**src/spart_drv_defines.svh**
```systemverilog
`ifndef SPART_DRV_DEFINES_SVH
`define SPART_DRV_DEFINES_SVH

// spart data bus and peek data width
`define DATA_W 8

// peek port address widths
`define REG_ADDR_W 5
`define MEM_ADDR_W 5

// register index wraps modulo 256
`define IDX_W 8

// dump section ends at this index
`define DUMP_LIMIT 10

////////////////////////////////
// ascii codes
////////////////////////////////
`define ASCII_ZERO  8'h30
`define ASCII_SPACE 8'h20
`define ASCII_CR    8'h0d
`define ASCII_DEC   8'h31
`define ASCII_INC   8'h32

////////////////////////////////
// baud divisor bytes per br_cfg
////////////////////////////////
// 4800 baud
`define BAUD_LO_0 8'hc0
`define BAUD_HI_0 8'h12
// 9600 baud
`define BAUD_LO_1 8'h80
`define BAUD_HI_1 8'h25
// 19200 baud
`define BAUD_LO_2 8'h00
`define BAUD_HI_2 8'h4b
// 38400 baud
`define BAUD_LO_3 8'h00
`define BAUD_HI_3 8'h96

`endif

```
**src/dump_ifs.sv**
```systemverilog
`timescale 1ns/100ps

`include "spart_drv_defines.svh"


////////////////////////////////
// memory dump cursor link
////////////////////////////////
interface mem_cursor_if;
	// advance and rewind pulses
	logic inc;
	logic clear;
	// memory index reached the dump limit
	logic done;
	// memory value as ascii digit
	logic [`DATA_W-1:0] val_char;

	modport seq (output inc, clear, input done, val_char);
	modport cursor (input inc, clear, output done, val_char);
endinterface

```
**src/mem_dump_cursor.sv**
```systemverilog
`timescale 1ns/100ps

`include "spart_drv_defines.svh"

module mem_dump_cursor (
	input  logic                   clk,
	input  logic                   rst,
	input  logic [`DATA_W-1:0]     mem_data,
	output logic [`MEM_ADDR_W-1:0] mem_addr,
	mem_cursor_if.cursor           cur
);

	// memory dump position
	logic [`MEM_ADDR_W-1:0] idx;

	// clear wins over inc
	always_ff @(posedge clk or posedge rst) begin
		if (rst) begin
			idx <= '0;
		end else if (cur.clear) begin
			idx <= '0;
		end else if (cur.inc) begin
			idx <= idx + `MEM_ADDR_W'(1);
		end
	end

	assign mem_addr = idx;

	// memory part finished
	assign cur.done = (idx >= `MEM_ADDR_W'(`DUMP_LIMIT));

	// value as ascii digit
	assign cur.val_char = mem_data + `ASCII_ZERO;

endmodule

```
**src/flat_wrapper.sv**
```systemverilog
// flat-port wrapper written by rule: the top's interface ports become plain ports
module mem_dump_cursor_flat 
  (clk, rst, mem_data, mem_addr, cur_inc, cur_clear, cur_done, cur_val_char);
  mem_cursor_if cur_i ();
  input  logic clk;
  input  logic rst;
  input  logic [`DATA_W-1:0] mem_data;
  output logic [`MEM_ADDR_W-1:0] mem_addr;
  input wire logic [$bits(cur_i.inc)-1:0] cur_inc;
  input wire logic [$bits(cur_i.clear)-1:0] cur_clear;
  output wire logic [$bits(cur_i.done)-1:0] cur_done;
  output wire logic [$bits(cur_i.val_char)-1:0] cur_val_char;
  assign cur_i.inc = cur_inc;
  assign cur_i.clear = cur_clear;
  assign cur_done = cur_i.done;
  assign cur_val_char = cur_i.val_char;
  mem_dump_cursor u_core (.clk(clk), .rst(rst), .mem_data(mem_data), .mem_addr(mem_addr), .cur(cur_i));
endmodule
```
**config.mk**
```make
export PLATFORM = sky130hd
export DESIGN_NAME = mem_dump_cursor_flat
export DESIGN_NICKNAME = d
export VERILOG_FILES = /design/src/dump_ifs.sv /design/src/mem_dump_cursor.sv /design/src/flat_wrapper.sv
export VERILOG_INCLUDE_DIRS = /design/src
export SDC_FILE = /design/constraint.sdc
export NUM_CORES = 1
export LEC_CHECK = 0
export BUFFER_PORTS_ARGS = -buffer_cell sky130_fd_sc_hd__buf_4
export CORE_AREA = 2 2 39 41
export DETAILED_ROUTE_END_ITERATION = 6
export DIE_AREA = 0 0 41 43
export GPL_TIMING_DRIVEN = 0
export PLACE_DENSITY_LB_ADDON = 0.12
export SETUP_SLACK_MARGIN = 0.02
export SLEW_MARGIN = 0
export SYNTH_ARGS = -nofsm -noshare
export SYNTH_HDL_FRONTEND = slang
export SYNTH_SLANG_ARGS = --single-unit
```
**constraint.sdc**
```tcl
create_clock -name clk -period 1.42 [get_ports clk]
set_clock_uncertainty 0.2 [all_clocks]
set_input_delay 0.284 -clock clk [delete_from_list [all_inputs] [get_ports clk]]
set_output_delay 0.284 -clock clk [all_outputs]
set_load 0.02 [all_outputs]
```
-- Word-level counts from Yosys, hierarchy flattened
Index checks and enable logic that the tools add are counted.
- bits in registers: 5
- bits in latches: 0
- memory bits (writable): 0
- bits in read-only memories: 0
- input port bits: 12
- logic and storage cells: 7
- memories: 0
- $add $sub $neg: 2
- multipliers: 0
- divide/modulo/power cells: 0
- magnitude comparators: 1
- eq/ne operators: 0
- shift-type cells: 0
- mux-type cells: 2
- bitwise gates (word level): 0
- reduce and logical (&&, ||, !) cells: 1
- operators with widths (operator ; number):
    $mux 5 ; 2
    $add 8x6->8 const B ; 1
    $add 5x1->5 const B ; 1
    $ge 5x4->1 const B ; 1
    $reduce_bool 2->1 ; 1

-- Logic depth before layout (Yosys ltp)
- depth in word-level cells: 3
- gate-level depth with buffers: 4

-- Worst setup path before layout
No wires, ideal clock.
- path type: register -> output
- from: reg u_core.idx[0], in the netlist u_core.mem_addr[0]
- to: out cur_done
- arrival time: 1155 ps
- required time: 936 ps
- setup slack: -219 ps
- cell stages (with the launch flop): 5
- path through: dfrtp_1 inv_1 ha_1 o31ai_1 nand2b_1
- word-level cells in the longest chain between the ends: 1
- RTL lines (element ; line ; RTL):
    from (decl) ; mem_dump_cursor.sv:14 ; logic [`MEM_ADDR_W-1:0] idx;
    from (signal assigned) ; mem_dump_cursor.sv:23 ; idx <= idx + `MEM_ADDR_W'(1);
    $ge 5x4->1 ; mem_dump_cursor.sv:30 ; assign cur.done = (idx >= `MEM_ADDR_W'(`DUMP_LIMIT));
    to (decl) ; flat_wrapper.sv:11 ; output wire logic [$bits(cur_i.done)-1:0] cur_done;
No other way between the ends.

-- Worst setup path in the final report
- from: reg u_core.idx[1], in the netlist u_core.mem_addr[1]
- to: out cur_done
Same word-level chain as after synthesis.

==> qor.csv <==
metric,value,unit
status,"complete, but fails checks",
violations,setup timing,
post_drt_wl_per_cell,10.24,um
maxCapViolations,0,
fin_crit_sh,120.2,%
grt_first_pass_wirelength,1380,um
wl_met2,429,um
top_layer_used,met3,
clockBufferDepth,2,
met1_length,346,um
cp_top_family,flip-flops,
io_pins,26,
fp.dieW,41,um
setup_viol,5,
ir_worst_vdd,0.0005374,V
fin_util,50.18,%
async_flop_share,100.0,%
row_count,14,
syn_area_per_cell,10.01,um2
syn_nets,53,
die_area,0.001763,mm2
clkTransAtPathRegs,40,ps
grt_max_degree,8,
synth_warnings,0,
drc,0,
cts.sinks,5,
largest_reg_flops,5,
clockRootBuffer,clkbuf_4,
synth_commonest_cells,"dfrtp_1, inv_1, buf_4, nor2_1",
worstPathCellList,ha_4 > o31ai_2 > nand2b_1 > buf_6,
arrival,1220,ps
cts_buffers,3,
ys_seq_area_share,32.89,%
met3WireLength,84,um
syn_inst,38,
max_stage_delay,430,ps
gp_congestion,0.6253,
htree_levels,1,
synth-edff-count,0,
netlist_top_cells_area,"dfrtp_1, ha_1, buf_4",
die_h,43,um
min_period,1708,ps
finalHoldViolCount,0,
cp_slowest_cell,dfrtp_2,
max_freq,585.6,MHz
total_power,0.5049,mW
maxSlewHeadroom,86.30,%
crit_buf_inv,1,
place_hpwl,639,um
drt_iter0_markers,3,
core-area,0.001384,mm2
diodes,0,
start_util,27.49,%
dr.pass1.iters,4,
finalMaxSlewViolations,0,
drt-vias-per-instance,4.393,
area_growth,82.57,%
ys_dominant_reg_cell,dfrtp_1,
fin_ws,-287.5,ps
grt-ovfl-total,0,
nNetsFinal,84,
clk_latency,240,ps
synth_area,380.4,um2
powerDensity,727.1,mW/mm2
p_leak,0.3517,nW
grt_pass1_vias,314,
wl,860,um
yosys_register_bits,5,
synth_cell_types,17,
cp-end-kind,output pin,
io_buffers,20,
synth_top_area_share,32.89,%
critPathRequiredTime,940,ps
final_antenna_net_count,0,
layout-drive-gt1-share,70.59,%
crit_path_start_kind,register,
path_class,register to output pin,
dr_total_vias,369,
worstPathMaxFanout,4,
tightest_slew,205.3,ps
min_path_type,input pin to register,
rsz0062_at_grt,yes,
grt_usage,12.21,%
cts_tree,done,
antenna_found_initial,0,
synth_top_area_cell,dfrtp_1,
-- cell families after synthesis --
group / count (synthesis) / synth area share [%]
compound gates: 5 / 9.210
xor+xnor: 3 / 6.909
fa+ha+maj: 3 / 9.869
buf+inv: 10 / 15.79
flops: 5 / 32.89
mux: 2 / 7.895
simple gates: 10 / 17.43
-- what timing repair did --
action                                  in CTS  in global routing
endpoints found under the hold margin        5                  0
buffers inserted                             4                  2
pin swaps                                    0                  0
endpoints found under the setup margin       3                  9
resized for setup                            9                  6
hold buffers                                 1                  0
-- stage by stage --
step           TNS, ps  area (um2)  std cells  hold slack [ps]  setup WS, ps
3_5_place_dp    -131.4       563.0         74            13.38        -127.8
5_1_grt         -999.2       694.4         84            35.30        -347.4
3_3_place_gp    -131.4       563.0         74            17.20        -131.4
4_1_cts         -489.1       674.4         83            45.13        -309.1
2_1_floorplan   -79.64       392.9         38           -137.6        -71.97
6_report        -757.7       694.4         84            43.15        -287.5
-- placed cells by master, fill, tap and decap left out, types with 2 or more instances in the layout --
cell,instances
mux2_4,2
buf_6,7
dfrtp_2,3
nor2b_1,2
buf_4,23
inv_2,2
inv_1,3
nor2_1,4
xnor2_1,2
dfrtp_1,2
nand4_2,2
clkbuf_4,3
ha_4,2
-- area by class of cell --
type | count | area (um2)
plain buffers | 5 | 41.29
inverters | 5 | 18.77
fillers | 145 | 689.4
multi-input cells | 23 | 239.0
flip-flops and latches | 5 | 128.9
clock buffers | 4 | 26.28
well taps | 16 | 20.02
repair buffers | 26 | 220.2
-- final timing paths --
kind / startpoint / depth (start not counted) / endpoint / slack, ps
worst min-delay path: cur_clear / 2 / u_core.mem_addr[2] / 40
max in group asynchronous: rst / 3 / u_core.mem_addr[0] / 520
worst max register to register: u_core.mem_addr[1] / 6 / u_core.mem_addr[4] / -270
worst min register to register: u_core.mem_addr[1] / 2 / u_core.mem_addr[1] / 410
worst max-delay path: u_core.mem_addr[1] / 4 / cur_done / -290
min in group asynchronous: rst / 3 / u_core.mem_addr[3] / 300
-- metal layers --
metal	global-route usage, %	vias up
met1	15.36	171
li1	-	182
met5	0	-
met3	9.424	0
met4	2.000	0
met2	16.56	16
-- report_power, final --
group | internal (mW) | switching, mW
Combinational | 0.0961 | 0.0819
Sequential | 0.150 | 0.00794
Clock | 0.106 | 0.0623
Note: power is estimated with default switching activity, not from simulation.
