[src/spart_drv_defines.svh]
`ifndef SPART_DRV_DEFINES_SVH
`define SPART_DRV_DEFINES_SVH

// spart data bus and peek data width
`define DATA_W 8

// peek port address widths
`define REG_ADDR_W 5
`define MEM_ADDR_W 5

// register index wraps modulo 256
`define IDX_W 8

// dump section ends at this index
`define DUMP_LIMIT 10

////////////////////////////////
// ascii codes
////////////////////////////////
`define ASCII_ZERO  8'h30
`define ASCII_SPACE 8'h20
`define ASCII_CR    8'h0d
`define ASCII_DEC   8'h31
`define ASCII_INC   8'h32

////////////////////////////////
// baud divisor bytes per br_cfg
////////////////////////////////
// 4800 baud
`define BAUD_LO_0 8'hc0
`define BAUD_HI_0 8'h12
// 9600 baud
`define BAUD_LO_1 8'h80
`define BAUD_HI_1 8'h25
// 19200 baud
`define BAUD_LO_2 8'h00
`define BAUD_HI_2 8'h4b
// 38400 baud
`define BAUD_LO_3 8'h00
`define BAUD_HI_3 8'h96

`endif

[src/spart_drv_pkg.sv]
package spart_drv_pkg;

	// sequencer states
	typedef enum logic [3:0] {
		baud_lo,
		baud_hi,
		rx_wait,
		send_idx,
		send_reg,
		send_sep,
		send_mem,
		send_echo
	} seq_state_t;

	// spart register select
	typedef enum logic [1:0] {
		io_data   = 2'd0,
		io_status = 2'd1,
		io_div_lo = 2'd2,
		io_div_hi = 2'd3
	} ioaddr_t;

	// decoded receive byte
	typedef enum logic [1:0] {
		cmd_none,
		cmd_dump,
		cmd_dec,
		cmd_inc
	} cmd_t;

endpackage

[src/dump_ifs.sv]
`timescale 1ns/100ps

`include "spart_drv_defines.svh"

////////////////////////////////
// register dump cursor link
////////////////////////////////
interface reg_cursor_if;
	// one-cycle step pulses from the sequencer
	logic inc;
	logic dec;
	// index reached the dump limit
	logic done;
	// index as ascii digit
	logic [`DATA_W-1:0] idx_char;
	// register value as ascii digit
	logic [`DATA_W-1:0] val_char;

	modport seq (output inc, dec, input done, idx_char, val_char);
	modport cursor (input inc, dec, output done, idx_char, val_char);
endinterface

////////////////////////////////
// memory dump cursor link
////////////////////////////////
interface mem_cursor_if;
	// advance and rewind pulses
	logic inc;
	logic clear;
	// memory index reached the dump limit
	logic done;
	// memory value as ascii digit
	logic [`DATA_W-1:0] val_char;

	modport seq (output inc, clear, input done, val_char);
	modport cursor (input inc, clear, output done, val_char);
endinterface

[src/spart_sequencer.sv]
`timescale 1ns/100ps

`include "spart_drv_defines.svh"

module spart_sequencer import spart_drv_pkg::*; (
	input  logic               clk,
	input  logic               rst,
	input  logic [1:0]         br_cfg,
	input  logic               rda,
	input  logic               tbr,
	input  logic [`DATA_W-1:0] rx_byte,
	output logic               iocs,
	output logic               iorw,
	output ioaddr_t            ioaddr,
	output logic [`DATA_W-1:0] tx_byte,
	output logic               bus_oe,
	reg_cursor_if.seq          rc,
	mem_cursor_if.seq          mc
);

	seq_state_t state, nxt_state;
	cmd_t cmd;

	// divisor bytes for the selected rate
	logic [`DATA_W-1:0] div_lo, div_hi;

	// high once the memory index has left zero
	logic mem_started;

	////////////////////////////////
	// state and memory phase flops
	////////////////////////////////
	always_ff @(posedge clk or posedge rst) begin
		if (rst) begin
			state <= baud_lo;
		end else begin
			state <= nxt_state;
		end
	end

	// tracks the memory cursor index being nonzero
	always_ff @(posedge clk or posedge rst) begin
		if (rst) begin
			mem_started <= 1'b0;
		end else if (mc.clear) begin
			mem_started <= 1'b0;
		end else if (mc.inc) begin
			mem_started <= 1'b1;
		end
	end

	// baud table lookup
	always_comb begin
		case (br_cfg)
			2'd0: begin
				div_lo = `BAUD_LO_0;
				div_hi = `BAUD_HI_0;
			end
			2'd1: begin
				div_lo = `BAUD_LO_1;
				div_hi = `BAUD_HI_1;
			end
			2'd2: begin
				div_lo = `BAUD_LO_2;
				div_hi = `BAUD_HI_2;
			end
			default: begin
				div_lo = `BAUD_LO_3;
				div_hi = `BAUD_HI_3;
			end
		endcase
	end

	// receive byte to command
	always_comb begin
		case (rx_byte)
			`ASCII_CR:  cmd = cmd_dump;
			`ASCII_DEC: cmd = cmd_dec;
			`ASCII_INC: cmd = cmd_inc;
			default:    cmd = cmd_none;
		endcase
	end

	////////////////////////////////
	// next state and bus control
	////////////////////////////////
	always_comb begin
		// idle bus, no pulses
		nxt_state = state;
		iocs      = 1'b0;
		iorw      = 1'b1;
		ioaddr    = io_data;
		tx_byte   = `ASCII_SPACE;
		bus_oe    = 1'b0;
		rc.inc    = 1'b0;
		rc.dec    = 1'b0;
		mc.inc    = 1'b0;
		mc.clear  = 1'b0;

		case (state)
			// divisor writes keep iorw high
			baud_lo: begin
				iocs      = 1'b1;
				ioaddr    = io_div_lo;
				tx_byte   = div_lo;
				bus_oe    = 1'b1;
				nxt_state = baud_hi;
			end
			baud_hi: begin
				iocs      = 1'b1;
				ioaddr    = io_div_hi;
				tx_byte   = div_hi;
				bus_oe    = 1'b1;
				nxt_state = rx_wait;
			end
			// read the byte in the cycle rda is seen
			rx_wait: begin
				if (rda) begin
					iocs = 1'b1;
					case (cmd)
						cmd_dump: nxt_state = send_idx;
						cmd_dec: begin
							rc.dec    = 1'b1;
							nxt_state = send_echo;
						end
						cmd_inc: begin
							rc.inc    = 1'b1;
							nxt_state = send_echo;
						end
						// unknown byte, dropped
						default: nxt_state = rx_wait;
					endcase
				end
			end
			// index digit, or skip to memory past the limit
			send_idx: begin
				if (rc.done) begin
					nxt_state = send_mem;
				end else if (tbr) begin
					iocs      = 1'b1;
					iorw      = 1'b0;
					tx_byte   = rc.idx_char;
					bus_oe    = 1'b1;
					nxt_state = send_reg;
				end
			end
			// register digit, step index
			send_reg: begin
				if (tbr) begin
					iocs      = 1'b1;
					iorw      = 1'b0;
					tx_byte   = rc.val_char;
					bus_oe    = 1'b1;
					rc.inc    = 1'b1;
					nxt_state = send_sep;
				end
			end
			// space, back to whichever part is running
			send_sep: begin
				if (tbr) begin
					iocs      = 1'b1;
					iorw      = 1'b0;
					bus_oe    = 1'b1;
					nxt_state = mem_started ? send_mem : send_idx;
				end
			end
			// memory digit until done, then rewind
			send_mem: begin
				if (mc.done) begin
					mc.clear  = 1'b1;
					nxt_state = rx_wait;
				end else if (tbr) begin
					iocs      = 1'b1;
					iorw      = 1'b0;
					tx_byte   = mc.val_char;
					bus_oe    = 1'b1;
					mc.inc    = 1'b1;
					nxt_state = send_sep;
				end
			end
			// updated index after '1' or '2'
			send_echo: begin
				if (tbr) begin
					iocs      = 1'b1;
					iorw      = 1'b0;
					tx_byte   = rc.idx_char;
					bus_oe    = 1'b1;
					nxt_state = rx_wait;
				end
			end
			default: nxt_state = baud_lo;
		endcase
	end

endmodule

[src/flat_wrapper.sv]
// flat-port wrapper written by rule: the top's interface ports become plain ports
module spart_sequencer_flat import spart_drv_pkg::*;
  (clk, rst, br_cfg, rda, tbr, rx_byte, iocs, iorw, ioaddr, tx_byte, bus_oe, rc_inc, rc_dec, rc_done, rc_idx_char, rc_val_char, mc_inc, mc_clear, mc_done, mc_val_char);
  reg_cursor_if rc_i ();
  mem_cursor_if mc_i ();
  input  logic clk;
  input  logic rst;
  input  logic [1:0] br_cfg;
  input  logic rda;
  input  logic tbr;
  input  logic [`DATA_W-1:0] rx_byte;
  output logic iocs;
  output logic iorw;
  output ioaddr_t ioaddr;
  output logic [`DATA_W-1:0] tx_byte;
  output logic bus_oe;
  output wire logic [$bits(rc_i.inc)-1:0] rc_inc;
  output wire logic [$bits(rc_i.dec)-1:0] rc_dec;
  input wire logic [$bits(rc_i.done)-1:0] rc_done;
  input wire logic [$bits(rc_i.idx_char)-1:0] rc_idx_char;
  input wire logic [$bits(rc_i.val_char)-1:0] rc_val_char;
  output wire logic [$bits(mc_i.inc)-1:0] mc_inc;
  output wire logic [$bits(mc_i.clear)-1:0] mc_clear;
  input wire logic [$bits(mc_i.done)-1:0] mc_done;
  input wire logic [$bits(mc_i.val_char)-1:0] mc_val_char;
  assign rc_inc = rc_i.inc;
  assign rc_dec = rc_i.dec;
  assign rc_i.done = rc_done;
  assign rc_i.idx_char = rc_idx_char;
  assign rc_i.val_char = rc_val_char;
  assign mc_inc = mc_i.inc;
  assign mc_clear = mc_i.clear;
  assign mc_i.done = mc_done;
  assign mc_i.val_char = mc_val_char;
  spart_sequencer u_core (.clk(clk), .rst(rst), .br_cfg(br_cfg), .rda(rda), .tbr(tbr), .rx_byte(rx_byte), .iocs(iocs), .iorw(iorw), .ioaddr(ioaddr), .tx_byte(tx_byte), .bus_oe(bus_oe), .rc(rc_i), .mc(mc_i));
endmodule
[config.mk]
export PLATFORM = sky130hd
export DESIGN_NAME = spart_sequencer_flat
export DESIGN_NICKNAME = d
export VERILOG_FILES = /design/src/spart_drv_pkg.sv /design/src/dump_ifs.sv /design/src/spart_sequencer.sv /design/src/flat_wrapper.sv
export VERILOG_INCLUDE_DIRS = /design/src
export SDC_FILE = /design/constraint.sdc
export NUM_CORES = 1
export LEC_CHECK = 0
export BUFFER_PORTS_ARGS = -buffer_cell sky130_fd_sc_hd__buf_4
export CORE_MARGIN = 4
export CORE_UTILIZATION = 41
export CTS_CLUSTER_DIAMETER = 80
export DETAILED_ROUTE_END_ITERATION = 10
export PLACE_DENSITY = 0.79
export SLEW_MARGIN = 20
export SYNTH_ARGS = -nofsm -noshare
export SYNTH_HDL_FRONTEND = slang
export SYNTH_SLANG_ARGS = --single-unit
[constraint.sdc]
create_clock -name clk -period 2.1 [get_ports clk]
set_input_delay 0.105 -clock clk [delete_from_list [all_inputs] [get_ports clk]]
set_output_delay 0.105 -clock clk [all_outputs]
set_load 0.05 [all_outputs]
# ---- Word-level counts from Yosys, hierarchy flattened
# Cells that the tools add are included.
dict set report classes {
  eq_ne 19
  muxes 41
  reduce_logical 7
}
# cell n
set op_table {}
lappend op_table {{8-bit one-hot mux with 6 select lines} 1}
lappend op_table {{8-bit 2-to-1 mux} 5}
lappend op_table {{4-bit one-hot mux with 8 select lines} 1}
lappend op_table {{4-bit 2-to-1 mux} 7}
lappend op_table {{8-bit one-hot mux with 3 select lines} 1}
lappend op_table {{1-bit 2-to-1 mux} 17}
lappend op_table {{4-bit by 3-bit equality test with 1-bit output, second input constant} 4}
lappend op_table {{8-bit by 6-bit equality test with 1-bit output, second input constant} 2}
lappend op_table {{8-bit one-hot mux with 2 select lines} 1}
lappend op_table {{4-bit by 2-bit equality test with 1-bit output, second input constant} 2}
lappend op_table {{8-bit by 4-bit equality test with 1-bit output, second input constant} 1}
lappend op_table {{2-bit equality test, second input constant} 3}
lappend op_table {{2-bit != test, second input constant} 3}
lappend op_table {{2-bit one-hot mux with 3 select lines} 1}
lappend op_table {{3-bit one-hot mux with 2 select lines} 1}
lappend op_table {{1-bit one-hot mux with 5 select lines} 1}
lappend op_table {{2-bit by 1-bit equality test with 1-bit output, second input constant} 2}
lappend op_table {{4-bit by 1-bit equality test with 1-bit output, second input constant} 1}
lappend op_table {{4-bit zero test} 1}
lappend op_table {{1-bit one-hot mux with 4 select lines} 1}
lappend op_table {{2-bit one-hot mux with 2 select lines} 1}
lappend op_table {{4-bit AND reduction} 1}
lappend op_table {{2-bit OR reduction} 2}
lappend op_table {{3-bit 2-to-1 mux} 1}
lappend op_table {{other kinds (6)} 6}
dict set report totals {
  in_bits 40
  reg_bits 5
  elab_cells 69
  output_inout_bits 17
}

# ---- Longest topological paths before layout
dict set report depth {
  ltp_word 7
  depth_mapped 6
}

# ---- Least setup slack after synthesis
# Ideal clock, no wire load.
dict set report synth_path {
  path_type {reg-to-output}
  startpoint {register u_core.state[1]}
  endpoint {output port tx_byte[1]}
  slack_ns -0.922
  required_time_ns 1.995
  t_arrival_ns 2.917
  path_stages_with_launch 5
  n_path_buf 1
  path_cell_list {dfrtp_1 clkbuf_1 nor3_1 nand2_1 o211ai_1}
}
dict set report synth_via {
  elab_chain_cells 2
  word_cells_on_any_way 7
  cone_classes {eq/ne (5); mux (1); reduce/logical (1)}
}
# element line_no
set synth_lines {}
lappend synth_lines {{start: declaration} spart_sequencer.sv:21} ;# seq_state_t state, nxt_state;
lappend synth_lines {{start signal: assignment} spart_sequencer.sv:35} ;# state <= baud_lo;
lappend synth_lines {{start signal: assignment} spart_sequencer.sv:37} ;# state <= nxt_state;
lappend synth_lines {{4-bit by 3-bit equality test with 1-bit output (tied with other cells)} spart_sequencer.sv:100} ;# case (state)
lappend synth_lines {{8-bit one-hot mux with 6 select lines *} spart_sequencer.sv:100}
lappend synth_lines {{end: declaration} flat_wrapper.sv:15} ;# output logic [`DATA_W-1:0] tx_byte;
# Every way passes the cells marked *; elsewhere a longest branch is shown, timed or not.

# ---- Final worst setup path
dict set report layout_path {
  startpoint {register u_core.state[3]}
  endpoint {output port rc_inc}
}
dict set report layout_via {
  elab_chain_cells 2
  word_cells_on_any_way 3
  cone_classes {eq/ne (2); mux (1)}
}
# element line_no
set layout_lines {}
lappend layout_lines {{4-bit by 3-bit equality test with 1-bit output or 4-bit by 2-bit equality test with 1-bit output (tied branches)} spart_sequencer.sv:100}
lappend layout_lines {{1-bit one-hot mux with 2 select lines *} spart_sequencer.sv:100}
lappend layout_lines {{end: declaration} flat_wrapper.sv:17} ;# output wire logic [$bits(rc_i.inc)-1:0] rc_inc;
# Marks and branches as above.

==> impl_metrics.yaml <==
run_status:
  status: "completed"
die:
  io_pins: 57
  die_y_um: 53.1
  initial_core_util: 0.429
  die_area_um2: 2820
  fp.dieW_um: 53.1
  coreArea_um2: 1940
  row_count: 16
clocking:
  cts_tree: "yes"
  htree_levels: 1
  clockRootBuffer: "clkbuf_4"
  clk_pin_slew_ps: 50
  clock-sinks: 5
  clock_latency_ps: 240
  cts_buffer_depth: 2
  numCtsBuffers: 3
setup_path:
  critPathArrivalTime_ps: 1900
  cp-start-kind: "flip-flop"
  required_ps: 2000
  r2r_cells: 5
  crit_path_end_kind: "output pin"
  timing.setup.critical_path_class: "reg -> out"
  crit_fanout: 3
timing:
  hold_violations: 0
  holdWs_ps: 186
  fin_skew_ps: 3.02
  max_freq_ghz: 0.499
  grt_setup_unrepaired: "no"
  maxSlewViolCount: 0
  period_share: 0.954
  post-route-min-period_ps: 2000
  setup_viol: 0
logic_synthesis:
  synth_top_area_cell: "dfrtp_1"
  ys_seq_elements: 5
  synth_compound_area_frac: 0.341
  synthAdderAreaFrac: 0.0751
  postSynthAreaPerCell_um2: 7.58
  synth_nets: 155
  synth_seq_area_share: 0.150
  synth_top_family_by_area: "compound AO/OA/AOI/OAI gates"
  synthDominantCellAreaShare: 0.150
  synthXorXnorAreaFrac: 0.0105
  synth_area_leaders: "dfrtp_1 15%, ha_1 7.5%, nand2_1 6.3%"
  synth_mux_area_frac: 0.0135
  syn-cell-area_um2: 833
  syn_inst: 110
  ys_types: 45
  yosys.area_share.simple: 0.330
  synth_warnings: 0
run:
  cap_violations: 0
layout:
  layout.nets: 219
  drive_gt1_frac: 0.439
  syn2layout_area_growth_pct: 64.9
  fin_area_um2: 1370
  num-fill-cells: 161
  diodes: 0
  finalNonFillerCells: 200
  final_util: 0.707
hold_path:
  whs_path_depth: 3
  holdCritPathClass: "in -> reg"
routing:
  drc: 0
  wire_per_inst_um: 13.4
  viasPerCell: 5.41
  detail-route-antenna-nets: 0
  drt-initial-drc-count: 20
  via_count: 1082
  routed_wirelength_um: 2670
  first_pass_iters: 4
place:
  dpl_cell_area_um2: 1330
  dpl.hpwl_um: 2220
  port_buffers: 56
  place.gp.congestion: 0.821
  place_inst: 194
grt:
  grt_max_degree: 19
  grt_pass1_vias: 982
  grt_usage: 0.195
  grt_first_pass_wirelength_um: 4170
  antenna_found_initial: 0
  overflow: 0
power:
  peakVddDrop_mv: 0.327
  p_per_area_nw_per_um2: 355
  cellLeakagePower_nw: 0.695
  total_power_mw: 0.488
==> where the power goes <==
part | internal (mW) | total, mW | switching, mW | leakage (nW)
Combinational | 0.121 | 0.269 | 0.148 | 0.614
Sequential | 0.103 | 0.107 | 0.00446 | 0.0660
Clock | 0.0718 | 0.112 | 0.0397 | 0.0150
==> layout by cell type (no fill, tap or decap), types with 2 or more instances in the layout <==
master    instances
a22oi_1           2
clkbuf_4          3
a21o_1            2
dfrtp_1           5
a21oi_1           4
nand2_1          13
a222oi_1          3
nor2b_1           7
o211ai_1          4
nand2b_1          3
a31oi_1           3
o21ai_0           5
and3_1            2
nor2_1            4
nand3b_1          3
nor3_1            2
or3_1             2
a221o_1           2
inv_1             6
buf_4            64
ha_1              5
a22o_1            2
==> synth_stat cells (all sizes together) <==
master   n
o21bai   1
a22oi    2
or4b     1
o31a     1
a221oi   1
and3     2
o41a     1
conb     1
nor3     3
or2      2
inv      7
a222oi   3
o21ai    6
a31oi    3
ha       5
a311o    2
nor4     2
a221o    2
o211ai   4
xnor2    1
clkbuf   3
a21o     2
nand2b   3
buf      4
dfrtp    5
nand2   14
a22o     2
nor2b    7
nand3b   3
or3      2
or4bb    1
nor4b    1
o2111a   1
nand4b   1
a21oi    4
a211oi   1
o32ai    1
mux2     1
nor2     4
==> kinds of logic (layout without fill, tap and decap cells) <==
logic type / after synthesis / count (layout)
other: 1 / 1
adders and majority gates: 5 / 5
DFF: 5 / 5
buffers and inverters: 14 / 77
and+or+nand+nor: 46 / 46
xor gates and xnor gates: 1 / 1
muxes: 1 / 1
AOI/OAI and AO/OA: 37 / 37
==> routing by layer <==
layer	vias up	track usage	part of all wire
met5	-	0	0
met4	0	0.0426	0
met3	0	0.0394	0.070
met2	35	0.339	0.50
met1	504	0.244	0.43
li1	543	-	-
==> critical path, stage by stage, from the launching register on <==
cell      delay, ps
dfrtp_1         370
or4b_4          560
nor4_4          290
nand2_1         100
o21bai_2        120
buf_4           210
==> timing repair <==
item	CTS	global route
setup buffers	0	1
hold buffers	1	0
resized for setup	0	1
setup endpoints to repair	0	3
hold endpoints to repair	5	0
==> final cells by class <==
cell class	instances	area (um^2)	share of cell area
tap	27	33.8	0.0246
sequential	5	125	0.0911
inverter	7	26.3	0.0191
multi-input combinational	91	661	0.481
timing repair buffer	66	502	0.365
clock buffer	4	26.3	0.0191
==> through the flow <==
step	setup WS, ps	setup TNS [ps]
CTS	0.715	0
finish	97.0	0
global route	5.39	0
floorplan	-42.1	-72.6
detailed placement	260	0
global placement	320	0
==> registers in the layout, summed over array words and instances, names as in the netlist <==
name	cells
u_core.state	4
u_core.mem_started	1
==> final timing paths <==
kind                               startpoint                  to  slack, ps
min in group asynchronous                 rst     u_core.state[3]        310
max in group asynchronous                 rst     u_core.state[1]       1620
hold reg to reg            u_core.mem_started  u_core.mem_started        550
setup reg to reg              u_core.state[3]     u_core.state[2]        480
hold / removal                            tbr  u_core.mem_started        190
setup / recovery              u_core.state[3]              rc_inc        100
(Power assumes the default switching activity.)
