--- config.mk ---
export PLATFORM = sky130hd
export DESIGN_NAME = reg_dump_cursor_flat
export DESIGN_NICKNAME = d
export VERILOG_FILES = /design/src/dump_ifs.sv /design/src/reg_dump_cursor.sv /design/src/flat_wrapper.sv
export VERILOG_INCLUDE_DIRS = /design/src
export SDC_FILE = /design/constraint.sdc
export NUM_CORES = 1
export LEC_CHECK = 0
export BUFFER_PORTS_ARGS = -buffer_cell sky130_fd_sc_hd__buf_2
export CORE_UTILIZATION = 40
export DETAILED_ROUTE_END_ITERATION = 6
export HOLD_SLACK_MARGIN = 0.03
export PLACE_DENSITY = 0.71
export RECOVER_POWER = 50
export SYNTH_ARGS = -nofsm -noshare
export SYNTH_HDL_FRONTEND = slang
export SYNTH_SLANG_ARGS = --single-unit
export TNS_END_PERCENT = 1
--- constraint.sdc ---
create_clock -name clk -period 1.9 [get_ports clk]
set_clock_uncertainty 0.2 [all_clocks]
set_input_delay 0 -clock clk [delete_from_list [all_inputs] [get_ports clk]]
set_output_delay 0 -clock clk [all_outputs]
set_load 0.1 [all_outputs]
--- src/spart_drv_defines.svh ---
`ifndef SPART_DRV_DEFINES_SVH
`define SPART_DRV_DEFINES_SVH

// spart data bus and peek data width
`define DATA_W 8

// peek port address widths
`define REG_ADDR_W 5
`define MEM_ADDR_W 5

// register index wraps modulo 256
`define IDX_W 8

// dump section ends at this index
`define DUMP_LIMIT 10

////////////////////////////////
// ascii codes
////////////////////////////////
`define ASCII_ZERO  8'h30
`define ASCII_SPACE 8'h20
`define ASCII_CR    8'h0d
`define ASCII_DEC   8'h31
`define ASCII_INC   8'h32

////////////////////////////////
// baud divisor bytes per br_cfg
////////////////////////////////
// 4800 baud
`define BAUD_LO_0 8'hc0
`define BAUD_HI_0 8'h12
// 9600 baud
`define BAUD_LO_1 8'h80
`define BAUD_HI_1 8'h25
// 19200 baud
`define BAUD_LO_2 8'h00
`define BAUD_HI_2 8'h4b
// 38400 baud
`define BAUD_LO_3 8'h00
`define BAUD_HI_3 8'h96

`endif

--- src/dump_ifs.sv ---
`timescale 1ns/100ps

`include "spart_drv_defines.svh"

////////////////////////////////
// register dump cursor link
////////////////////////////////
interface reg_cursor_if;
	// one-cycle step pulses from the sequencer
	logic inc;
	logic dec;
	// index reached the dump limit
	logic done;
	// index as ascii digit
	logic [`DATA_W-1:0] idx_char;
	// register value as ascii digit
	logic [`DATA_W-1:0] val_char;

	modport seq (output inc, dec, input done, idx_char, val_char);
	modport cursor (input inc, dec, output done, idx_char, val_char);
endinterface


--- src/reg_dump_cursor.sv ---
`timescale 1ns/100ps

`include "spart_drv_defines.svh"

module reg_dump_cursor (
	input  logic                   clk,
	input  logic                   rst,
	input  logic [`DATA_W-1:0]     reg_data,
	output logic [`REG_ADDR_W-1:0] reg_addr,
	reg_cursor_if.cursor           cur
);

	// current register index
	// a dump starts from wherever this sits
	logic [`IDX_W-1:0] idx;

	// step up or down, wraps modulo 256
	always_ff @(posedge clk or posedge rst) begin
		if (rst) begin
			idx <= '0;
		end else if (cur.inc) begin
			idx <= idx + `IDX_W'(1);
		end else if (cur.dec) begin
			idx <= idx - `IDX_W'(1);
		end
	end

	// peek address from the low index bits
	assign reg_addr = idx[`REG_ADDR_W-1:0];

	// register part ends at the limit
	assign cur.done = (idx >= `IDX_W'(`DUMP_LIMIT));

	// ascii formatting, plain add so values past 9 just run on
	assign cur.idx_char = idx[`DATA_W-1:0] + `ASCII_ZERO;
	assign cur.val_char = reg_data + `ASCII_ZERO;

endmodule

--- src/flat_wrapper.sv ---
// flat-port wrapper written by rule: the top's interface ports become plain ports
module reg_dump_cursor_flat 
  (clk, rst, reg_data, reg_addr, cur_inc, cur_dec, cur_done, cur_idx_char, cur_val_char);
  reg_cursor_if cur_i ();
  input  logic clk;
  input  logic rst;
  input  logic [`DATA_W-1:0] reg_data;
  output logic [`REG_ADDR_W-1:0] reg_addr;
  input wire logic [$bits(cur_i.inc)-1:0] cur_inc;
  input wire logic [$bits(cur_i.dec)-1:0] cur_dec;
  output wire logic [$bits(cur_i.done)-1:0] cur_done;
  output wire logic [$bits(cur_i.idx_char)-1:0] cur_idx_char;
  output wire logic [$bits(cur_i.val_char)-1:0] cur_val_char;
  assign cur_i.inc = cur_inc;
  assign cur_i.dec = cur_dec;
  assign cur_done = cur_i.done;
  assign cur_idx_char = cur_i.idx_char;
  assign cur_val_char = cur_i.val_char;
  reg_dump_cursor u_core (.clk(clk), .rst(rst), .reg_data(reg_data), .reg_addr(reg_addr), .cur(cur_i));
endmodule
## Word-level counts from Yosys, hierarchy flattened

Index checks and enable logic that the tools add are counted.

- Memories kept: 0
- Register bits after elaboration: 8
- Bits in latches: 0
- Memory bits (writable): 0
- Logic and storage cells: 9
- ROM bits: 0

- Multiply operators: 0
- Equality and inequality tests: 0
- Shift-type cells: 0
- Bitwise gates (word level): 0
- Add/subtract/negate cells: 4
- Order comparisons: 1
- Reduce and logical (&&, ||, !) cells: 1
- Multiplexer cells: 2
- Div/mod/pow operators: 0

Operators by type and width:

| cell | number |
|---|---|
| $add 8x6->8 const B | 2 |
| $mux 8 | 2 |
| $add 8x1->8 const B | 1 |
| $ge 8x4->1 const B | 1 |
| $sub 8x1->8 const B | 1 |
| $reduce_bool 2->1 | 1 |

## Logic depth before layout (Yosys ltp)

Gate-level depths: netlist (run 1).

- Depth after elaboration: 3
- Gate-level depth with buffers: 6
- Mapped depth without buffers: 6

## Worst setup path after synthesis (run 1)

No wires, ideal clock.

- Kind: reg2out
- From: reg u_core.idx[4]
- To: out cur_idx_char[6]
- Buffers on the path: 0
- Data required time: 1.700 ns
- Data arrival time: 2.750 ns
- Slack: -1.050 ns
- Stages on the path, launching flop included: 4
- Cells stage by stage: dfrtp_1 -> inv_1 -> ha_1 -> xnor2_1

- Cells in the longest elaborated chain, start to end: 1

Ends and longest elaborated chain:

| element | line | text |
|---|---|---|
| start: declaration | reg_dump_cursor.sv:15 | `` logic [`IDX_W-1:0] idx; `` |
| start signal: assignment | reg_dump_cursor.sv:22 | `` idx <= idx + `IDX_W'(1); `` |
| start signal: assignment | reg_dump_cursor.sv:24 | `` idx <= idx - `IDX_W'(1); `` |
| $add 8x6->8 (no source line) | - |  |
| end: declaration | flat_wrapper.sv:12 | `output wire logic [$bits(cur_i.idx_char)-1:0] cur_idx_char;` |

No other way between the ends.

## Final worst setup path (run 1)

- From: reg u_core.idx[0]
- To: reg u_core.idx[6]

- Cells in the longest elaborated chain, start to end: 3
- Elaborated cells between the ends (all ways): 4
- Those cells by class: 2 x add/sub; 2 x mux

Ends and longest elaborated chain:

| element | line | text |
|---|---|---|
| $sub 8x1->8 | reg_dump_cursor.sv:24 |  |
| $mux 8 | reg_dump_cursor.sv:23 | `end else if (cur.dec) begin` |
| $mux 8 * | reg_dump_cursor.sv:21 | `end else if (cur.inc) begin` |

Mark *: on every way between the ends. The rest lies on a longest branch, timed or not. The select of a mux whose other input is x is not followed.
A chain may end at the register's enable or synchronous reset.

==> results, run 1 <==
- The clock passes through at most 2 buffers.
- The Yosys step of the flow raised 0 warnings.
- CTS built an H-tree with a depth of 1.
- The CTS tree is done.
- The number of CTS-inserted buffers is 3.
- In the final layout, the registers with the most flip-flops are u_core.idx x8.
- The max-cap violation count is 0.
- The number of hold violations in the final report is 0.
- The area of all sequential standard cells is 200 um2.
- At the worst endpoint, the arrival time is roughly 1.9 ns.
- In the finished design, the share of the clock period the worst path needs comes to 0.994.
- The largest net degree at the start of global routing is 17.
- The net count after synthesis is 118.
- The worst-margin pin slew is 1.17 ns.
- Summing every instance area after synthesis gives 827 um2.
- Summed over all layers, the global routing overflow is 0.
- The via count of the first global-routing pass is slightly below 700.
- STA classifies the critical path endpoint as a flop.
- The die outline width is 47.5 um.
- After detailed routing, the number of vias per cell comes to roughly 5.
- At the end of routability-driven placement, the weighted congestion stood at 0.774.
- The starting density of the core is 0.422.
- The count of final setup violators is 0.
- The max-slew headroom at the worst pin is 0.222.
- The tightest min-delay check is of the in -> async type.
- The area of the multi-input gates is 536 um2.
- The overall fraction of global-route tracks in use is 0.185.
- The clock insertion delay at the later pin of the skew report is approximately 0.26 ns.
- The total half-perimeter wirelength after legalization and detailed placement is 1400 um.
- The first detailed-routing pass ran for 4 iterations.
- Synthesis inferred 8 register bits.
- The final antenna diode count is 0.
- The initialized floorplan defines 16 standard-cell rows.
- The number of pins with negative max-slew slack in the final report was 0.
- The number of antenna violations at the first check in global routing was 0.
- For this run, design rule violations remaining after detail routing come to 0.
- After technology mapping, the gate count stands at 96.
- The floorplan step defined a die boundary enclosing 2250 um2.
- The core utilization of the finished layout is 0.571.
- The worst setup path is of the reg -> reg kind.
- The critical-path maximum fanout is 2.
- The per-instance average area after synthesis is 8.62 um2.
- For this block, the initial DRC count from the detailed router was 6.
- The detailed router placed 796 vias in this run.
- Timing would allow up to 530 MHz.
- For this block, the routed nets add up to 1890 um of wire.
- The vertical die dimension is ~47 um.
- The clock period minus final worst setup slack is 1.89 ns.
- The number of antenna-violating nets in the routed design is 0.
- CTS placed an instance of sky130_fd_sc_hd__clkbuf_4 at the clock tree root.
- The quantity of I/O buffers inserted on ports is 25.
- The ratio of cells with drive above 1 in the final layout is 0.333.
- The number of top-level pins is 34.
- The register area share after synthesis is 0.242.
- The accumulated negative setup slack is 0 ns.
- The critical path required time is 1.89 ns.
- Counting distinct cell types in the post-synthesis netlist gives 29.
- After clock tree synthesis, the clock-pin slew on the worst setup and hold paths is 0.06 ns.
- The element type at the critical path start is a flop.
- Compared with the post-synthesis result, the final layout area differs by 35.4%.
- The run finished with clean final reports.
- The first-pass GRT wire length is 2920 um.
- The detail-routed net length per standard cell is 12.1 um.
- The flip-flop count of the largest register after layout is 8.
- The placeable core region is approximately 2000 um2.
- More flip-flops sit in one register than any other, and that register is u_core.idx.
- Counting the fill cells in the layout gives 186.
- In the final design database the tool counted ~150 nets.
- Counting every sink on the clock net gives 8.
- Setup repair after global routing could not meet its margin everywhere.
## kinds of logic after synthesis
| family | synth area share |
|---|---|
| adder cells (fa/ha/maj) | 0.160 |
| buffers and inverters | 0.174 |
| multiplexers | 0.0136 |
| AND/OR/NAND/NOR | 0.135 |
| flip-flops | 0.242 |
| AO/OA/AOI/OAI | 0.191 |
| XOR/XNOR | 0.0847 |
## worst max-delay path, stage by stage (launching register included)
cell	delay (ns)
sky130_fd_sc_hd__dfrtp_1	0.40
sky130_fd_sc_hd__fa_2	0.40
sky130_fd_sc_hd__a21o_1	0.21
sky130_fd_sc_hd__a31o_1	0.20
sky130_fd_sc_hd__a2111oi_2	0.27
sky130_fd_sc_hd__nand3b_1	0.14
## worst paths after layout
path,startpoint,endpoint,slack [ns],depth (start not counted)
worst max-delay path,u_core.idx[0],u_core.idx[6],0.01,5
worst min-delay path,rst,u_core.idx[4],0.04,3
worst max register to register,u_core.idx[0],u_core.idx[6],0.01,5
worst min register to register,u_core.idx[3],u_core.idx[3],0.36,2
max in group asynchronous,rst,u_core.idx[3],1.21,3
min in group clk,cur_inc,u_core.idx[7],0.04,4
## cells in the mapped netlist
library cell | count | area share
sky130_fd_sc_hd__a211oi_1 | 1 | 0.0091
sky130_fd_sc_hd__xor2_1 | 2 | 0.021
sky130_fd_sc_hd__buf_4 | 13 | 0.12
sky130_fd_sc_hd__a21oi_1 | 4 | 0.024
sky130_fd_sc_hd__a2111oi_2 | 1 | 0.018
sky130_fd_sc_hd__ha_1 | 9 | 0.14
sky130_fd_sc_hd__o21bai_1 | 2 | 0.018
sky130_fd_sc_hd__fa_1 | 1 | 0.024
sky130_fd_sc_hd__dfrtp_1 | 8 | 0.24
sky130_fd_sc_hd__a21o_1 | 3 | 0.027
sky130_fd_sc_hd__mux2_2 | 1 | 0.014
sky130_fd_sc_hd__nand3_1 | 3 | 0.018
sky130_fd_sc_hd__nor2_1 | 4 | 0.018
sky130_fd_sc_hd__o211ai_1 | 1 | 0.0091
sky130_fd_sc_hd__a31o_1 | 1 | 0.011
sky130_fd_sc_hd__a22oi_1 | 1 | 0.0091
sky130_fd_sc_hd__nor4_1 | 1 | 0.0076
sky130_fd_sc_hd__xnor2_1 | 6 | 0.064
sky130_fd_sc_hd__buf_2 | 1 | 0.0060
sky130_fd_sc_hd__nor3_1 | 1 | 0.0060
sky130_fd_sc_hd__nand2_1 | 3 | 0.014
sky130_fd_sc_hd__or3_1 | 1 | 0.0076
sky130_fd_sc_hd__inv_1 | 11 | 0.050
sky130_fd_sc_hd__nand3b_1 | 3 | 0.027
sky130_fd_sc_hd__nor3b_1 | 2 | 0.018
sky130_fd_sc_hd__nand4_1 | 1 | 0.0076
sky130_fd_sc_hd__nand4b_1 | 1 | 0.011
sky130_fd_sc_hd__o21ai_0 | 9 | 0.054
sky130_fd_sc_hd__a2111oi_0 | 1 | 0.011
## routing by layer
metal	track usage	share of wire	wire, um	up-vias
met4	0.0686	0.017	33	0
met1	0.229	0.45	848	368
met2	0.334	0.50	938	31
met5	0	0	0	-
li1	-	-	-	392
met3	0.0113	0.037	70	5
## layout make-up
| class | count | share of cell area |
|---|---|---|
| Tap cell | 27 | 0.0302 |
| Timing Repair Buffer | 44 | 0.256 |
| Clock buffer | 3 | 0.0201 |
| Inverter | 11 | 0.0369 |
| Sequential cell | 8 | 0.179 |
| Multi-Input combinational cell | 63 | 0.478 |
## stage by stage
step,std cells,instance area (um2),setup WS (ns),hold slack [ns]
2_1_floorplan,96,866,-0.284,-0.384
3_3_place_gp,144,997,-0.0569,-0.230
3_5_place_dp,144,997,-0.102,-0.229
4_1_cts,156,1120,-0.00401,0.0327
5_1_grt,156,1120,-0.0708,0.101
6_report,156,1120,0.0115,0.0392
## placed cells by master, fill, tap and decap left out, drive strengths merged, types with 2 or more instances in the layout
cell type,n
o21bai,2
a21o,3
xor2,2
nor2,4
a2111oi,2
dlygate4sd3,8
dfrtp,8
xnor2,6
nand2,3
nand3b,3
nor3b,2
o21ai,9
a21oi,4
buf,28
ha,9
clkbuf,11
inv,11
nand3,3
## repair_timing
item | CTS | global route
setup endpoints to repair | 3 | 5
hold buffers | 8 | 0
pin swaps | 5 | 3
cloned | 0 | 0
hold endpoints to repair | 17 | 0
gates resized for setup | 3 | 5
setup buffers | 1 | 0
Power of run 1 is left out: the tool's default activity adds up to more than one toggle a clock period on the data nets, which glitch-free logic cannot reach.
==> run 2, diff against run 1 <==
- ABC_AREA: default -> 1
- PLACE_DENSITY: 0.71 -> 0.69
- clock period: 1.9 -> 2.42 ns (I/O delays scaled with it)
==> results, run 2 <==
- Run status: finished, final reports clean (unchanged).
- The detail-routed net length per standard cell is 10.2 um (was 12.1 um).
- The vertical die dimension is 47.2 um (was 47.5 um).
- The accumulated negative setup slack was 0 ns (unchanged).
- The worst setup path startpoint is cur_inc (was u_core.idx[0]).
- The count of final setup violators is 0 (unchanged).
- The element type at the critical path start was an input pin (was flop).
- The total number of placement rows was 15 (was 16).
- The via count of the first global-routing pass came to 623 (was 687).
- The cell with the most instances after synthesis is sky130_fd_sc_hd__nand2_1 (was sky130_fd_sc_hd__buf_4).
- Timing would allow up to 529 MHz.
- The number of enable flip-flop cells after synthesis came to 0 (unchanged).
- Biggest registers after layout: u_core.idx x8 (unchanged).
- The net count after synthesis is 133 (was 118).
- The post-synthesis adder-cell area fraction is 0.162 (was 0.160).
- The predominant post-synthesis flop cell is sky130_fd_sc_hd__dfrtp_1 (unchanged).
- The total global routing overflow is 0 (unchanged).
- The die footprint is 2230 um2 (was 2250 um2).
- The area of the mapped netlist is 818 um2 (was 827 um2).
- The number of unique standard cell types used by synthesis is 19 (was 29).
- The first-pass GRT wire length is 2500 um (was 2920 um).
- The flip-flop count of the largest register after layout is 8 (unchanged).
- The max-slew headroom at the worst pin came to 0.226 (was 0.222).
- The quantity of I/O buffers inserted on ports is 25 (unchanged).
- The iteration count of the initial detailed-routing pass is 4 (unchanged).
- The overall fraction of global-route tracks in use came to 0.162 (was 0.185).
- The number of warnings issued by yosys is 0 (unchanged).
- The layout overhead on the synthesized area is 19.3% (was 35.4%).
- The core utilization of the finished layout is 0.536 (was 0.571).
- The number of vias per cell is 4.60 (was 5.10).
- The die outline width is 47.2 um (was 47.5 um).
- The starting density of the core is 0.449 (was 0.422).
- The origin of the critical flop-to-flop path was u_core.idx[6] (was u_core.idx[0]).
- Worst path cell trace: dlygate4sd3_1, buf_2, nor2_4, dlygate4sd3_1, inv_2, nand2_1, o22ai_1 (was fa_2, a21o_1, a31o_1, a2111oi_2, nand3b_1).
- The number of antenna violations at the first check in global routing is 0 (unchanged).
- The placeable core region is 1820 um2 (was 1960 um2).
- The critical path required time is 2.36 ns (was 1.89 ns).
- The most common library cell in the layout ignoring fill and taps was sky130_fd_sc_hd__nand2_1 (was sky130_fd_sc_hd__buf_2).
- The number of standard cells in the final layout excluding fillers is 159 (was 156).
- The count of mapped cells out of synthesis came to 111 (was 96).
- The placed cell count is 148 (was 144).
- The mux cell area share after synthesis is 0 (was 0.0136).
- The number of nets in the layout is 158 (was 153).
- The H-tree level count came to 1 (unchanged).
- The xor/xnor share of the synthesized area was 0.0856 (was 0.0847).
- The per-instance average area after synthesis came to 7.37 um2 (was 8.62 um2).
- The number of pins with negative max-slew slack in the final report is 0 (unchanged).
- The cell type contributing the most total cell area after synthesis was sky130_fd_sc_hd__dfrtp_1 (unchanged).
- The delay of the slowest critical-path stage came to 0.78 ns (was 0.40 ns).
- The ratio of cells with drive above 1 in the final layout is 0.179 (was 0.333).
- The final routed DRC violation total was 0 (unchanged).
- The critical-path cell with the highest stage delay was sky130_fd_sc_hd__dlygate4sd3_1 (was sky130_fd_sc_hd__dfrtp_1).
- The layout filler cell count was 188 (was 186).
- The largest net degree at the start of global routing came to 11 (was 17).
- The worst hold-check path type is in -> async (unchanged).
- The number of DRC markers in iteration 0 is 5 (was 6).
- The share of synthesized cell area in and, or, nand and nor gates is 0.246 (was 0.135).
- The critical-path maximum fanout was 10 (was 2).
- The register bit total from synthesis was 8 (unchanged).
- The fraction of post-synthesis cell area in the top cell type by area is 0.245 (was 0.242).
- The final estimated routing congestion in global placement is 0.814 (was 0.774).
- The type of element capturing the critical path was a flop (unchanged).
- Dividing the final minimum period by the clock period gives 0.781.
- RSZ-0062 raised after global routing: false (was true).
- The register area share after synthesis is 0.245 (was 0.242).
- The clock net sink count came to 8 (unchanged).
- The number of antenna-violating nets in the routed design is 0 (unchanged).
- The number of gates resized after cts is 0 (was 3).
- The number of CTS-inserted buffers is 3 (unchanged).
- The final wirelength is 1630 um (was 1890 um).
- The number of top-level pins is 34 (unchanged).
- The compound-gate portion of the synthesized area is 0.0642 (was 0.191).
- The final antenna diode count is 0 (unchanged).
- The CTS tree is done (unchanged).
- The total half-perimeter wirelength after legalization and detailed placement is 1330 um (was 1400 um).
- The register clock-pin slew on the reported worst setup and hold paths is 0.05 ns (was 0.06 ns).
- The maximum count of clock buffers along a single path is 2 (unchanged).
- Cells taking the most area after synthesis: sky130_fd_sc_hd__dfrtp_1 (24%), sky130_fd_sc_hd__nand2_1 (15%), sky130_fd_sc_hd__ha_1 (14%) (was sky130_fd_sc_hd__dfrtp_1 (24%), sky130_fd_sc_hd__ha_1 (14%), sky130_fd_sc_hd__buf_4 (12%)).
- The clock period minus final worst setup slack is 1.89 ns.
- The overall via count from detail_route is 731 (was 796).
- The combinational family with the most area after synthesis is simple AND/OR/NAND/NOR gates (was compound AO/OA/AOI/OAI gates).
- The most numerous cell on the critical path is sky130_fd_sc_hd__dlygate4sd3_1.
- The register with the most flip-flops is u_core.idx (unchanged).
- The data arrival time of the critical path was 1.82 ns (was 1.88 ns).
- The clock insertion delay at the later pin of the skew report was 0.25 ns (was 0.26 ns).
- Most frequent cells after synthesis: sky130_fd_sc_hd__nand2_1 (33), sky130_fd_sc_hd__inv_1 (16), sky130_fd_sc_hd__buf_4 (13) (was sky130_fd_sc_hd__buf_4 (13), sky130_fd_sc_hd__inv_1 (11), sky130_fd_sc_hd__ha_1 (9), sky130_fd_sc_hd__o21ai_0 (9), sky130_fd_sc_hd__dfrtp_1 (8)).
- The max-cap violation count is 0 (unchanged).
- The worst-margin pin slew was 1.17 ns (about the same).
- The root buffer cell is sky130_fd_sc_hd__clkbuf_4 (unchanged).
- The fraction of synthesis flops using an asynchronous set or reset pin is 1.00 (unchanged).
- The number of hold violations in the final report came to 0 (unchanged).
- The category of the most critical setup path was in -> reg (was reg -> reg).
- Commonest cells after routing, fill and taps aside: sky130_fd_sc_hd__nand2_1 (33), sky130_fd_sc_hd__inv_1 (16), sky130_fd_sc_hd__buf_2 (16) (was sky130_fd_sc_hd__buf_2 (17), sky130_fd_sc_hd__inv_1 (11), sky130_fd_sc_hd__buf_4 (11)).
[run 2: changes by cell type in the layout (fill, tap and decap cells not counted), sizes merged, moves of 2 or more]
cell / change
xnor2: +2
a2111oi: -2
xor2: -2
nor3b: -2
o21ai: -5
nand2: +30
a21o: -3
buf: -12
o21bai: -2
inv: +6
nand3: +4
[run 2: per-stage QoR]
step / cell area [um2] / hold WS, ns / setup WS, ns
final: 976 / 0.0606 / 0.530
after global routing: 976 / 0.0939 / 0.441
after CTS: 987 / 0.0425 / 0.543
after detailed placement: 885 / -0.238 / 0.736
after global placement: 885 / -0.250 / 0.772
after floorplan: 826 / -0.384 / -0.108
[run 2: final timing paths]
check                                endpoint  slack (ns)  depth (start not counted)
min in group clk                u_core.idx[5]        0.35                          2
worst min-delay path            u_core.idx[6]        0.06                          3
worst max register to register  u_core.idx[7]        0.73                          9
max in group asynchronous       u_core.idx[4]        1.73                          3
worst max-delay path            u_core.idx[4]        0.53                          7
worst min register to register  u_core.idx[5]        0.35                          2
[run 2: cells by family after synthesis]
group,Yosys count
AOI/OAI and AO/OA,9
DFF,8
adders and majority gates,10
buffers and inverters,30
xor gates and xnor gates,8
and+or+nand+nor,46
[run 2: layer usage]
metal	up-vias	GRT usage	share of wire
met1	317	0.191	0.42
met5	-	0	0
met3	3	0.0115	0.043
met4	0	0.0686	0.012
met2	29	0.296	0.52
li1	382	-	-
[run 2: area by class of cell]
type	instances	area, um2	area share
inverters	17	63.8	0.0654
well taps	25	31.3	0.0321
multi-input cells	73	464	0.476
flip-flops and latches	8	200	0.205
repair buffers	33	194	0.199
clock buffers	3	22.5	0.0231
[run 2: timing repair]
action	4_1_cts	5_1_grt
hold buffers	8	0
endpoints found under the hold margin	20	0
buffers inserted	0	0
[run 2: critical path, delay by kind of cell]
family	cells	cell delay, ns
AOI/OAI and AO/OA	1	0.06
buffers and inverters	4	1.58
and+or+nand+nor	2	0.19
Power of run 2 is left out for the same reason.
